==> config.mk <==
export PLATFORM = sky130hd
export DESIGN_NAME = mem_req_stage
export DESIGN_NICKNAME = d
export VERILOG_FILES = /design/src/verilog/mem_pkg.sv /design/src/verilog/mem_req_stage.sv
export SDC_FILE = /design/constraint.sdc
export NUM_CORES = 1
export LEC_CHECK = 0
export BUFFER_PORTS_ARGS = -buffer_cell sky130_fd_sc_hd__buf_2
export CAP_MARGIN = 10
export CORE_AREA = 2 2 167 169
export CTS_CLUSTER_DIAMETER = 100
export DETAILED_ROUTE_END_ITERATION = 16
export DIE_AREA = 0 0 169 171
export SLEW_MARGIN = 0
export SYNTH_ARGS = -nofsm -noshare
export SYNTH_HDL_FRONTEND = slang
export SYNTH_SLANG_ARGS = --single-unit
==> constraint.sdc <==
create_clock -name memclk -period 19.5 [get_ports memclk]
set_input_delay 3.9 -clock memclk [delete_from_list [all_inputs] [get_ports memclk]]
set_output_delay 3.9 -clock memclk [all_outputs]
set_load 0.1 [all_outputs]
==> src/verilog/mem_pkg.sv <==
// Memory subsystem geometry
package mem_pkg;

   // word address width.
   localparam int ADDR_W = 9;

   // memory word width in bits.
   localparam int DATA_W = 128;

   // one enable per byte lane.
   localparam int BE_W = DATA_W / 8;

   // every address maps to a word, no holes.
   localparam int DEPTH_WORDS = 1 << ADDR_W;

   // queued request entry, msb first.
   //   write flag  (1 bit).
   //   address     (ADDR_W bits).
   //   write data  (DATA_W bits).
   //   bit mask    (DATA_W bits, zero for reads).
   localparam int REQ_W = 1 + ADDR_W + DATA_W + DATA_W;

endpackage

==> src/verilog/mem_req_stage.sv <==
// Request input stage
`timescale 1ns/1ps

module mem_req_stage (
   input  logic                       memclk,
   input  logic                       reset,
   input  logic                       req_valid,
   input  logic                       req_write,
   input  logic [mem_pkg::ADDR_W-1:0] req_addr,
   input  logic [mem_pkg::DATA_W-1:0] req_wdata,
   input  logic [mem_pkg::BE_W-1:0]   req_be,
   input  logic                       out_ready,
   output logic                       req_ready,
   output logic                       out_valid,
   output logic [mem_pkg::REQ_W-1:0]  out_entry
);

   logic                       run;
   logic                       accept;
   logic [mem_pkg::DATA_W-1:0] bit_mask;

   // run goes high one cycle after reset is released.
   // requests are refused until then.
   always_ff @(posedge memclk) begin
      if (reset) begin
         run <= 1'b0;
      end else begin
         run <= 1'b1;
      end
   end

   // room when empty or draining this cycle.
   assign req_ready = run & (~out_valid | out_ready);
   assign accept    = req_valid & req_ready;

   // each byte enable covers eight mask bits.
   // reads carry no mask.
   always_comb begin
      for (int i = 0; i < mem_pkg::BE_W; i++) begin
         bit_mask[8*i +: 8] = {8{req_be[i] & req_write}};
      end
   end

   always_ff @(posedge memclk) begin
      if (reset) begin
         out_valid <= 1'b0;
      end else if (accept) begin
         out_valid <= 1'b1;
      end else if (out_ready) begin
         out_valid <= 1'b0;
      end
   end

   // entry payload, loaded on accept only.
   always_ff @(posedge memclk) begin
      if (accept) begin
         out_entry <= {req_write, req_addr, req_wdata, bit_mask};
      end
   end

endmodule

==> results.sh <==
export IMPL_yosys_area_top_type_share=0.817
export IMPL_root_buffer="clkbuf_16"
export IMPL_cpMostUsedCell="buf_2"
export IMPL_grt_max_degree=66
export IMPL_status="finished clean"
export IMPL_grt_util_all_layers=0.100
export IMPL_cts_resized=0
export IMPL_cts_tree="done"
export IMPL_period_minus_slack_ns=8.57
export IMPL_h_tree_depth=4
export IMPL_die_area_um2=28900
export IMPL_hp_class="reg -> reg"
export IMPL_ys_ff_latch=156
export IMPL_peakVddDrop_mv=0.0581
export IMPL_ioPinCount=426
export IMPL_final_hold_viol_count=0
export IMPL_setup_viol=0
export IMPL_ctsHoldBuffers=0
export IMPL_vias_per_cell=3.55
export IMPL_vias=3489
export IMPL_drtIter0Drc=103
export IMPL_r2r_slack_ns=17.19
export IMPL_grt_overflow_total=0
export IMPL_max_slew_margin_rel=0.459
export IMPL_grt_pass1_vias=3373
export IMPL_dp_cells=951
export IMPL_die_h_um=171
export IMPL_cts_max_path_buffers=2
export IMPL_syn_inst=291
export IMPL_hpwl_um=12100
export IMPL_crit_required_ns=15.60
export IMPL_tightest_slew_ns=0.811
export IMPL_numPortBuffers=425
export IMPL_pwr_density_cell_nw_per_um2=116
export IMPL_synth_fp_nets=449
export IMPL_synth_area_leaders="edfxtp_1 (82%), buf_4 (15%), and2_2 (1.6%)"
export IMPL_fin_crit_sh=0.439
export IMPL_start_util=0.207
export IMPL_maxSlewViolCount=0
export IMPL_rows=61
export IMPL_fp_dieW_um=169
export IMPL_cp_arrival_ns=4.67
export IMPL_ys_seq_area_frac=0.824
export IMPL_cts_post_setup_buffers_inserted=0
export IMPL_coreArea_um2=27300
export IMPL_fin_nets=782
export IMPL_final_cells=983
export IMPL_grt_pass1_wl_um=20700
export IMPL_critical_path_class="in -> out"
export IMPL_drv_cap=0
export IMPL_path_buf_inv=2
export IMPL_drtPass1Iterations=4
export IMPL_most_common_layout_cells="buf_2 (425), edfxtp_1 (154), clkbuf_16 (17)"
export IMPL_antenna_cells=0
export IMPL_worstSkewPairLatency_ns=0.41
export IMPL_syn_avg_cell_area_um2=19.5
export IMPL_cp_top_family="buffers and inverters"
export IMPL_worstPathCellList="buf_2 -> nand2b_1 -> and2_1 -> buf_2"
export IMPL_rsz0062_at_grt="false"
export IMPL_crit_start="out_ready"
export IMPL_syn_area_um2=5660
export IMPL_finalWirelength_um=15300
export IMPL_setup_tns_ns=0
export IMPL_synthDistinctLibCells=11
export IMPL_leakagePower_nw=3.51
export IMPL_drc_errors=0
export IMPL_wl_per_cell_um=15.5
export IMPL_cts_buffers=17
export IMPL_endpoint_kind="primary output"
export IMPL_path_max_fanout=3
export IMPL_setup_ws_ns=10.93
export IMPL_gp_congestion=0.708
export IMPL_layout_drive_gt1_share=0.738
export IMPL_synth_area_leader_cell="edfxtp_1"
export IMPL_yosysWarnings=0
export IMPL_fillers=2810
export IMPL_max_stage_delay_ns=0.42
export IMPL_pre_cts_slack_ns=10.94
export IMPL_antenna_found_initial=2
export IMPL_total_power_mw=0.925
export IMPL_fin_skew_ns=0.00837
export IMPL_critPathSlowestCell="buf_2"
export IMPL_cts_sinks=156
export IMPL_final_common_cell="buf_2"
export IMPL_clk_pin_slew_ns=0.06
export IMPL_timing_rr_start="run$_DFF_P_"
export IMPL_critPathLaunchType="input pin"
export IMPL_drtAntennaViolNets=0
export IMPL_syn_to_final_growth_pct=40.5
export IMPL_max_freq_mhz=117
export IMPL_hp_start="out_valid$_SDFFE_PP0P_"
==> metal layers <==
layer / vias up / part of all wire / track usage
met3: 8 / 0.10 / 0.0465
met4: 2 / 0.0056 / 0.0301
met5: - / 0.0010 / 0
li1: 1598 / - / -
met2: 265 / 0.51 / 0.174
met1: 1616 / 0.38 / 0.110
==> final cells by class <==
cell class              instances  area [um2]  area share
clock buffers                  18         429      0.0539
flip-flops and latches        156        4660       0.586
inverters                       1        3.75    0.000472
well taps                     346         433      0.0544
multi-input cells              21         150      0.0189
repair buffers                427        2140       0.269
clock inverters                14         134      0.0168
==> kinds of logic after synthesis <==
kind of cell,Yosys count,synth area share
AOI/OAI and AO/OA,1,0.000883
DFF,156,0.824
and+or+nand+nor,20,0.0243
buffers and inverters,114,0.151
==> metrics by stage <==
step	cell area, um2	hold WS (ns)	utilization
after detailed placement	7390	0.519	0.271
final	7960	0.532	0.291
after global routing	7960	0.580	0.291
after CTS	7960	0.537	0.291
after global placement	7390	0.511	0.271
after floorplan	5660	0.448	-
==> power by group <==
part | internal, mW | switching [mW]
sequential | 0.386 | 0.00561
clock | 0.178 | 0.140
combinational | 0.0269 | 0.187
total | 0.591 | 0.333
==> final timing paths <==
path                              endpoint  depth (start not counted)
setup / recovery                 req_ready                          4
hold / removal      out_valid$_SDFFE_PP0P_                          2
setup reg to reg  out_entry[251]$_DFFE_PP_                          3
hold reg to reg     out_valid$_SDFFE_PP0P_                          2
==> state kept, by name, indices dropped and copies added, names as in the netlist <==
name	flops
out_entry	154
out_valid	1
run	1
==> cell usage after synthesis <==
cell type / count
a21oi_1: 1
and2_1: 5
and2_2: 12
buf_4: 112
buf_6: 1
dfxtp_1: 2
edfxtp_1: 154
inv_1: 1
nand2_1: 1
nand2b_1: 1
nor2b_1: 1
==> worst min-delay path: stages, from the launching register on <==
cell,delay (ns)
dfxtp_1,0.31
nand2b_1,0.11
a21oi_1,0.07
Power figures use the tool's default switching activity.
