## src/verilog/mem_pkg.sv

```systemverilog
// Memory subsystem geometry
package mem_pkg;

   // word address width.
   localparam int ADDR_W = 9;

   // memory word width in bits.
   localparam int DATA_W = 128;

   // one enable per byte lane.
   localparam int BE_W = DATA_W / 8;

   // every address maps to a word, no holes.
   localparam int DEPTH_WORDS = 1 << ADDR_W;

   // queued request entry, msb first.
   //   write flag  (1 bit).
   //   address     (ADDR_W bits).
   //   write data  (DATA_W bits).
   //   bit mask    (DATA_W bits, zero for reads).
   localparam int REQ_W = 1 + ADDR_W + DATA_W + DATA_W;

endpackage

```

## src/verilog/mem_req_fifo.sv

```systemverilog
// Request FIFO
`timescale 1ns/1ps

module mem_req_fifo #(
   parameter int fifo_depth = 4
) (
   input  logic                      memclk,
   input  logic                      reset,
   input  logic                      in_valid,
   input  logic [mem_pkg::REQ_W-1:0] in_entry,
   input  logic                      out_ready,
   output logic                      in_ready,
   output logic                      out_valid,
   output logic [mem_pkg::REQ_W-1:0] out_entry
);

   // depth is a power of two, so the pointers wrap on their own.
   localparam int PTR_W = $clog2(fifo_depth);
   localparam int CNT_W = PTR_W + 1;

   logic [mem_pkg::REQ_W-1:0] store [0:fifo_depth-1];
   logic [PTR_W-1:0]          wr_ptr;
   logic [PTR_W-1:0]          rd_ptr;
   logic [CNT_W-1:0]          count;
   logic                      full;
   logic                      push;
   logic                      pop;

   assign full = (count == CNT_W'(fifo_depth));

   // a full fifo still takes a push when the head leaves this cycle.
   assign in_ready  = ~full | out_ready;
   assign out_valid = (count != '0);
   assign push      = in_valid & in_ready;
   assign pop       = out_valid & out_ready;

   // head read straight from the array.
   assign out_entry = store[rd_ptr];

   always_ff @(posedge memclk) begin
      if (push) begin
         store[wr_ptr] <= in_entry;
      end
   end

   always_ff @(posedge memclk) begin
      if (reset) begin
         wr_ptr <= '0;
         rd_ptr <= '0;
         count  <= '0;
      end else begin
         if (push) begin
            wr_ptr <= wr_ptr + 1'b1;
         end
         if (pop) begin
            rd_ptr <= rd_ptr + 1'b1;
         end
         // occupancy moves only when exactly one side is active.
         if (push && !pop) begin
            count <= count + 1'b1;
         end else if (pop && !push) begin
            count <= count - 1'b1;
         end
      end
   end

endmodule

```

## config.mk

```make
export PLATFORM = sky130hd
export DESIGN_NAME = mem_req_fifo
export DESIGN_NICKNAME = d
export VERILOG_FILES = /design/src/verilog/mem_pkg.sv /design/src/verilog/mem_req_fifo.sv
export SDC_FILE = /design/constraint.sdc
export NUM_CORES = 1
export LEC_CHECK = 0
export ABC_AREA = 0
export BUFFER_PORTS_ARGS = -buffer_cell sky130_fd_sc_hd__buf_2
export CAP_MARGIN = 5
export CORE_MARGIN = 5
export CORE_UTILIZATION = 42
export CTS_CLUSTER_SIZE = 25
export DETAILED_ROUTE_END_ITERATION = 16
export GPL_TIMING_DRIVEN = 0
export HOLD_SLACK_MARGIN = 0.1
export PLACE_DENSITY_LB_ADDON = 0.25
export REMOVE_ABC_BUFFERS = 1
export SYNTH_ARGS = -nofsm -noshare
export SYNTH_HDL_FRONTEND = slang
export SYNTH_SLANG_ARGS = --single-unit
```

## constraint.sdc

```tcl
create_clock -name memclk -period 9.87 [get_ports memclk]
set_input_delay 0.4935 -clock memclk [delete_from_list [all_inputs] [get_ports memclk]]
set_output_delay 0.4935 -clock memclk [all_outputs]
set_load 0.03 [all_outputs]
```

==> impl_metrics.toml <==
[worst_hold_path]
hold_start = "in_valid"
holdPathStages = 3
hold_path.class = "input pin to register"
hold_end = "wr_ptr[1]"

[clock_network]
postCtsSetupBuffers = 0
clkLatencyLatePin_ns = 0.67
cts_buffers = 111
clockBufferDepth = 3
cts_tree = "done"
clock-sinks = 1073
cts_root_buffer = "clkbuf_16"
clkTransAtPathRegs_ns = 0.07
cts.htree.levels = 3

[global_route]
antenna_found_initial = 7
grt_pass1_vias = 20043
grt_pass1_wl_mm = 125
grt_max_degree = 55
grt_overflow = 0
gr-usage-all-layers = 0.166

[worst_setup_path]
r2r_setup_slack_ns = 7.02
max_stage_delay_ns = 0.56
start_kind = "register"
cpMostUsedCell = "buf_16"
path_class = "register to output port"
cp.required_ns = 9.38
crit_slowest_cell = "mux4_2"
worstPathMaxFanout = 41
rr_startpoint = "count[0]"
worstSetupEndpointType = "output port"
crit_arrival_ns = 3.02
rr_worst_depth = 5
regToRegEndpoint = "store[3][59]"
crit_chain = "buf_16 -> buf_16 -> buf_16 -> mux4_2 -> buf_2"

[timing]
setup_violations = 0
period_share = 0.356
period_needed_ns = 3.51
finalMaxSlewViolations = 0
hold_viol = 0
clock.fmax_ghz = 0.285
worstMarginPinSlew_ns = 0.656
rsz0062_at_grt = "no"
clock_skew_ns = 0.0189
slew_headroom = 0.562

[final_layout]
final_nets = 2604
fin_cells = 3607
layout_common_cells = "edfxtp_1 (1064), buf_2 (537), dlygate4sd3_1 (267)"
final_common_cell = "edfxtp_1"
drive_gt1_frac = 0.409
area_growth_pct = 28.2

[floorplanning]
io_pins = 538
dieArea_um2 = 98500
core_um2 = 91700
die_w_um = 314
rows = 111
start_util = 0.423
chipHeight_um = 314

[route]
wl_per_cell_um = 22.8
drt-initial-drc-count = 1300
final_antenna_net_count = 0
vias = 18329
firstDrtPassIters = 5
vias_per_cell = 5.08
wl_mm = 82.1
drcViolationCount = 0

[power_and_ir_drop]
leakage_nw = 16.7
power_mw = 12.7
p_per_area_nw_per_um2 = 256
ir_drop_uv = 186

[place]
dp_hpwl_mm = 51.7
place_congestion = 0.718
placedCellCount = 3134
io_buffers = 537

[synth]
avgSynthCellArea_um2 = 27.0
synth.top_cells.by_area = "edfxtp_1 (82%), mux4_2 (15%), buf_4 (0.48%)"
ys_types = 25
yosys.area.top_type_share = 0.824
ys_seq_elements = 1073
synthCells = 1438
syn_area_um2 = 38800
yosysTopAreaCell = "edfxtp_1"
yosys_warnings = 0
ys_seq_area_frac = 0.829

[flow_run]
drv_cap = 0

[status]
status = "finished, final reports clean"
-- final cells by class --
type | count | area, um2
antenna | 6 | 15.0
clock buffer | 140 | 2890
clock inverter | 60 | 572
fill | 7003 | 42000
inverter | 3 | 11.3
multi-input combinational | 300 | 6280
sequential | 1073 | 32100
tap | 1186 | 1480
timing repair buffer | 839 | 6310
-- worst max-delay path, delay by kind of cell (launching register included) --
kind	cells	cell delay, ns
mux	1	0.56
buf+inv	4	1.15
flops	1	0.54
-- cells in the mapped netlist --
cell	count
nand3_1	2
a21o_1	2
inv_1	3
ha_1	5
o311ai_0	1
xor2_1	4
buf_2	30
fa_1	1
buf_6	1
dfxtp_1	9
or4b_1	1
mux4_2	266
mux2i_1	1
and3_2	4
a21oi_2	1
buf_4	25
o21ai_0	1
o31ai_1	1
clkbuf_1	6
edfxtp_1	1064
a21oi_1	2
and2_2	1
or3_1	1
or3_2	1
nor2_1	5
-- where the power goes --
group | total [mW] | internal, mW | switching [mW]
Sequential | 5.44 | 5.35 | 0.0939
Combinational | 3.32 | 1.29 | 2.04
Clock | 3.95 | 2.30 | 1.65
-- what timing repair did --
| item | in CTS | in global routing |
|---|---|---|
| hold endpoints to repair | 1073 | 0 |
| hold buffers | 267 | 0 |
| resized for setup | 0 | 0 |
-- per-stage QoR --
step	setup slack (ns)	hold slack [ns]	area, um2	TNS, ns	util
floorplan	-2.61	0.477	38400	-695.21	-
global placement	-8.51	0.505	42600	-2181.28	0.464
detailed placement	6.84	0.515	43500	0	0.475
CTS	6.18	0.116	49700	0	0.542
global route	6.09	0.157	49700	0	0.542
finish	6.36	0.188	49700	0	0.542
-- per-layer routing --
layer  GRT usage  vias up  part of all wire
met2       0.282      503              0.51
met1       0.207     9592              0.38
li1            -     8090                 -
met5           0        -           0.00015
met3      0.0484      142             0.073
met4      0.0558        2             0.029
-- registers in the layout, indices dropped and copies added, names as in the netlist, named ones only --
signal  cells
count       3
store    1064
rd_ptr      2
wr_ptr      2
-- how the worst max path moves through the flow --
stage                           endpoint  slack, ns       from
after floorplan             out_entry[0]      -2.61   register
after global placement    out_entry[134]      -8.51   register
after detailed placement   store[3][262]       6.84  out_ready
after CTS                  out_entry[14]       6.18   register
after global routing      out_entry[147]       6.09   register
final                      out_entry[99]       6.36   register
-- cells by family after synthesis --
family / synth area share
AND/OR/NAND/NOR: 0.00232
buffers and inverters: 0.00987
multiplexers: 0.155
XOR/XNOR: 0.000903
adder cells (fa/ha/maj): 0.00213
flip-flops: 0.829
AO/OA/AOI/OAI: 0.00142
Note: power is estimated with default switching activity, not from simulation.
