==> src/verilog/mem_pkg.sv <==
// Memory subsystem geometry
package mem_pkg;

   // word address width.
   localparam int ADDR_W = 9;

   // memory word width in bits.
   localparam int DATA_W = 128;

   // one enable per byte lane.
   localparam int BE_W = DATA_W / 8;

   // every address maps to a word, no holes.
   localparam int DEPTH_WORDS = 1 << ADDR_W;

   // queued request entry, msb first.
   //   write flag  (1 bit).
   //   address     (ADDR_W bits).
   //   write data  (DATA_W bits).
   //   bit mask    (DATA_W bits, zero for reads).
   localparam int REQ_W = 1 + ADDR_W + DATA_W + DATA_W;

endpackage

==> src/verilog/mem_access_ctrl.sv <==
// SRAM access controller
`timescale 1ns/1ps

module mem_access_ctrl (
   input  logic                       memclk,
   input  logic                       reset,
   input  logic                       in_valid,
   input  logic [mem_pkg::REQ_W-1:0]  in_entry,
   input  logic [mem_pkg::DATA_W-1:0] dout,
   input  logic                       rsp_ready,
   output logic                       in_ready,
   output logic                       ce,
   output logic                       rdwen,
   output logic [mem_pkg::ADDR_W-1:0] a,
   output logic [mem_pkg::DATA_W-1:0] bw,
   output logic [mem_pkg::DATA_W-1:0] din,
   output logic                       rsp_valid,
   output logic [mem_pkg::DATA_W-1:0] rsp_rdata
);

   logic                       head_write;
   logic [mem_pkg::ADDR_W-1:0] head_addr;
   logic [mem_pkg::DATA_W-1:0] head_wdata;
   logic [mem_pkg::DATA_W-1:0] head_mask;
   logic                       rd_inflight;
   logic                       rd_in_sram;
   logic                       rsp_free;
   logic                       issue;

   // unpack the head entry.
   assign head_write = in_entry[mem_pkg::REQ_W-1];
   assign head_addr  = in_entry[mem_pkg::REQ_W-2 -: mem_pkg::ADDR_W];
   assign head_wdata = in_entry[2*mem_pkg::DATA_W-1 -: mem_pkg::DATA_W];
   assign head_mask  = in_entry[mem_pkg::DATA_W-1:0];

   // a read occupies the sram from issue until dout is captured.
   assign rd_in_sram = (ce & rdwen) | rd_inflight;
   assign rsp_free   = ~rsp_valid | rsp_ready;

   // writes always go; reads wait for a free sram and a free response slot.
   assign in_ready = head_write | (~rd_in_sram & rsp_free);
   assign issue    = in_valid & in_ready;

   // access registers feeding the sram wrapper.
   always_ff @(posedge memclk) begin
      if (reset) begin
         ce <= 1'b0;
      end else begin
         ce <= issue;
      end
   end

   always_ff @(posedge memclk) begin
      if (issue) begin
         rdwen <= ~head_write;
         a     <= head_addr;
         bw    <= head_mask;
         din   <= head_wdata;
      end
   end

   // set while dout holds the word of the last read.
   always_ff @(posedge memclk) begin
      if (reset) begin
         rd_inflight <= 1'b0;
      end else begin
         rd_inflight <= ce & rdwen;
      end
   end

   // response register.
   // the issue rule guarantees it is empty when read data lands.
   always_ff @(posedge memclk) begin
      if (reset) begin
         rsp_valid <= 1'b0;
      end else if (rd_inflight) begin
         rsp_valid <= 1'b1;
      end else if (rsp_ready) begin
         rsp_valid <= 1'b0;
      end
   end

   always_ff @(posedge memclk) begin
      if (rd_inflight) begin
         rsp_rdata <= dout;
      end
   end

endmodule

==> config.mk <==
export PLATFORM = sky130hd
export DESIGN_NAME = mem_access_ctrl
export DESIGN_NICKNAME = d
export VERILOG_FILES = /design/src/verilog/mem_pkg.sv /design/src/verilog/mem_access_ctrl.sv
export SDC_FILE = /design/constraint.sdc
export NUM_CORES = 1
export LEC_CHECK = 0
export BUFFER_PORTS_ARGS = -buffer_cell sky130_fd_sc_hd__buf_2
export CORE_AREA = 8 8 307 309
export DETAILED_ROUTE_END_ITERATION = 10
export DIE_AREA = 0 0 315 317
export PLACE_DENSITY_LB_ADDON = 0.08
export SETUP_SLACK_MARGIN = 0.05
export SLEW_MARGIN = 30
export SYNTH_ARGS = -nofsm -noshare
export SYNTH_HDL_FRONTEND = slang
export SYNTH_SLANG_ARGS = --single-unit
==> constraint.sdc <==
create_clock -name memclk -period 16 [get_ports memclk]
set_clock_uncertainty 0.1 [all_clocks]
set_input_delay 0.8 -clock memclk [delete_from_list [all_inputs] [get_ports memclk]]
set_output_delay 0.8 -clock memclk [all_outputs]
set_load 0.02 [all_outputs]
==> results.sh <==
export IMPL_cts_made_buffers=51
export IMPL_crit_family="buffers and inverters"
export IMPL_grt_first_pass_wirelength_mm=69.0
export IMPL_leakage_uw=0.00774
export IMPL_fin_crit_sh=0.266
export IMPL_cts_tree="yes"
export IMPL_p_seq_frac=0.485
export IMPL_swShare=0.237
export IMPL_grt_usage=0.0994
export IMPL_max_slew_margin=0.417
export IMPL_ys_top_cells_by_count="edfxtp_1 (394), dfxtp_1 (3), inv_1 (3)"
export IMPL_avgSynthCellArea_um2=29.4
export IMPL_drv_cap=0
export IMPL_cp_depth=7
export IMPL_max_freq_ghz=0.235
export IMPL_criticalPathCategory="reg -> reg"
export IMPL_root_buffer="clkbuf_16"
export IMPL_start_util=0.134
export IMPL_critPathCapture="a[6]"
export IMPL_async_reset_ff_frac=0
export IMPL_overflow=0
export IMPL_crit_path_frequent_cell="buf_4"
export IMPL_htreeDepth=2
export IMPL_synth_area_leader_cell="edfxtp_1"
export IMPL_synthTopCellsByArea="edfxtp_1 (99%), dfxtp_1 (0.50%), a31oi_4 (0.18%)"
export IMPL_antenna_found_initial=39
export IMPL_nNetsFinal=1659
export IMPL_wl_per_cell_um=21.6
export IMPL_vias=7650
export IMPL_timing_rr_end="a[6]"
export IMPL_p_comb_frac=0.078
export IMPL_wl_mm=53.8
export IMPL_remaining_drc_errors=0
export IMPL_hold_path_class="in -> reg"
export IMPL_pwr_share_clk=0.437
export IMPL_cts_sinks=397
export IMPL_cts_buffer_depth=3
export IMPL_p_int_uw=1910
export IMPL_hpwl_mm=43.4
export IMPL_area_delta_synth_final_pct=59.7
export IMPL_reg2regPathDepth=7
export IMPL_max_vdd_ir_drop_mv=0.0838
export IMPL_critPathLaunchType="flip-flop"
export IMPL_cts_resized=0
export IMPL_chipWidth_um=315
export IMPL_place_congestion=0.720
export IMPL_grt_pass1_vias=8399
export IMPL_yosysSeqAreaShare=0.994
export IMPL_drv_slew=0
export IMPL_synth_edf_count=394
export IMPL_syn_area_mm2=0.0120
export IMPL_crit_required_ps=16170
export IMPL_grt_setup_unrepaired="false"
export IMPL_hold_viol=0
export IMPL_fin_util=0.214
export IMPL_finalCriticalPeriod_ps=4250
export IMPL_die_h_um=317
export IMPL_synth_most_common_cell="edfxtp_1"
export IMPL_critPathBufInv=5
export IMPL_setup_viol=0
export IMPL_drt_initial_drc_count=388
export IMPL_cp_slowest_cell="buf_4"
export IMPL_clock_latency_ps=570
export IMPL_synth_seq_cells=397
export IMPL_critPathCaptureType="flip-flop"
export IMPL_p_sw_uw=596
export IMPL_drive_gt1_frac=0.670
export IMPL_ios=795
export IMPL_r2r_slack_ps=11750
export IMPL_p_per_area_mw_per_mm2=131
export IMPL_status="completed"
export IMPL_syn_inst=407
export IMPL_grt_max_degree=69
export IMPL_tns_ps=0
export IMPL_ys_warn_count=0
export IMPL_slowest_delay_ps=770
export IMPL_rows=110
export IMPL_via_per_inst=3.08
export IMPL_die_area_mm2=0.0999
export IMPL_cts_setup_buffers=0
export IMPL_synth_cell_types=10
export IMPL_crit_arrival_ps=4420
export IMPL_port_buffers=794
export IMPL_crit_path_max_fanout=62
export IMPL_r2r_start="rd_inflight"
export IMPL_hold_buffers=0
export IMPL_crit_start="rd_inflight"
export IMPL_syn_num_nets=805
export IMPL_critical_path_cell_chain="inv_1, a31oi_4, nor2b_4, buf_4, buf_4, buf_4, buf_16"
export IMPL_core_area_mm2=0.0893
export IMPL_worst_pin_slew_ps=874
export IMPL_antenna_left=0
export IMPL_yosys_area_top_type_share=0.989
export IMPL_clk_pin_slew_ps=60
export IMPL_drtPass1Iterations=4
export IMPL_synth_ff_type="edfxtp_1"
==> cell type report <==
type / instances / area (µm²)
diodes: 10 / 25.0
clock buffers: 66 / 1350
clock inverters: 26 / 214
fillers: 9572 / 70200
inverters: 3 / 11.3
multi-input cells: 7 / 73.8
flip-flops and latches: 397 / 11900
well taps: 1176 / 1470
repair buffers: 801 / 4070
==> through the flow <==
step                cell area, µm²  setup WS, ps  total power [µW]  hold slack (ps)  cells
global placement             17500         11260              1440              414   2382
finish                       19100         11750              2510              275   2486
CTS                          19100         11540              2580              201   2475
detailed placement           17500         11410              1440              417   2383
global route                 19100         11380              2620              214   2478
floorplan                    12000          1030              1340              486    407
==> logic make-up (layout without fill, tap and decap cells) <==
| kind of cell | Yosys count | count (layout) | share of synthesized area |
|---|---|---|---|
| other | 0 | 10 | 0 |
| buffers and inverters | 3 | 896 | 0.000941 |
| DFF | 397 | 397 | 0.994 |
| AOI/OAI and AO/OA | 2 | 2 | 0.00219 |
| and+or+nand+nor | 5 | 5 | 0.00334 |
==> sequential cells by signal, summed over array words and instances (netlist names) <==
register     cells
a                9
bw             128
ce               1
din            128
rd_inflight      1
rdwen            1
rsp_rdata      128
rsp_valid        1
==> routing by layer <==
metal | GRT usage | routed length [µm] | vias up
met1 | 0.0859 | 16100 | 3582
met2 | 0.179 | 27500 | 521
met4 | 0.0249 | 1110 | 34
li1 | - | - | 3403
met3 | 0.0755 | 8840 | 110
met5 | 0 | 230 | -
==> cell usage in the layout (no fill, tap or decap) <==
cell | Yosys | layout
dfxtp_4 | 0 | 1
bufinv_16 | 0 | 3
clkinv_1 | 0 | 13
nor2b_4 | 0 | 1
clkinvlp_4 | 0 | 1
buf_2 | 0 | 794
clkinv_2 | 0 | 5
clkinv_8 | 0 | 1
clkbuf_16 | 0 | 52
dfxtp_1 | 3 | 2
nand2b_4 | 1 | 1
clkbuf_1 | 0 | 14
inv_1 | 3 | 3
buf_16 | 0 | 2
inv_6 | 0 | 1
a21oi_1 | 1 | 1
a31oi_4 | 1 | 1
clkinv_4 | 0 | 2
nand2_1 | 1 | 1
buf_4 | 0 | 4
nor2_1 | 1 | 1
edfxtp_1 | 394 | 394
diode_2 | 0 | 10
nor3b_2 | 1 | 1
buf_6 | 0 | 1
==> power groups by stage <==
stage	clock, µW	sequential, µW	combinational (µW)
detailed placement	0	1240	202
global placement	0	1240	203
CTS	1150	1220	202
global route	1190	1220	210
floorplan	0	1320	13.6
finish	1100	1220	195
==> how the worst min path moves through the flow <==
stage | end | cells past startpoint | start
finish | bw[43] | 1 | in_entry[43]
CTS | din[66] | 1 | in_entry[194]
detailed placement | rsp_valid | 2 | rsp_valid
global route | bw[43] | 1 | in_entry[43]
floorplan | rd_inflight | 2 | ce
global placement | rsp_valid | 2 | rsp_valid
Note: power is estimated with default switching activity, not from simulation.
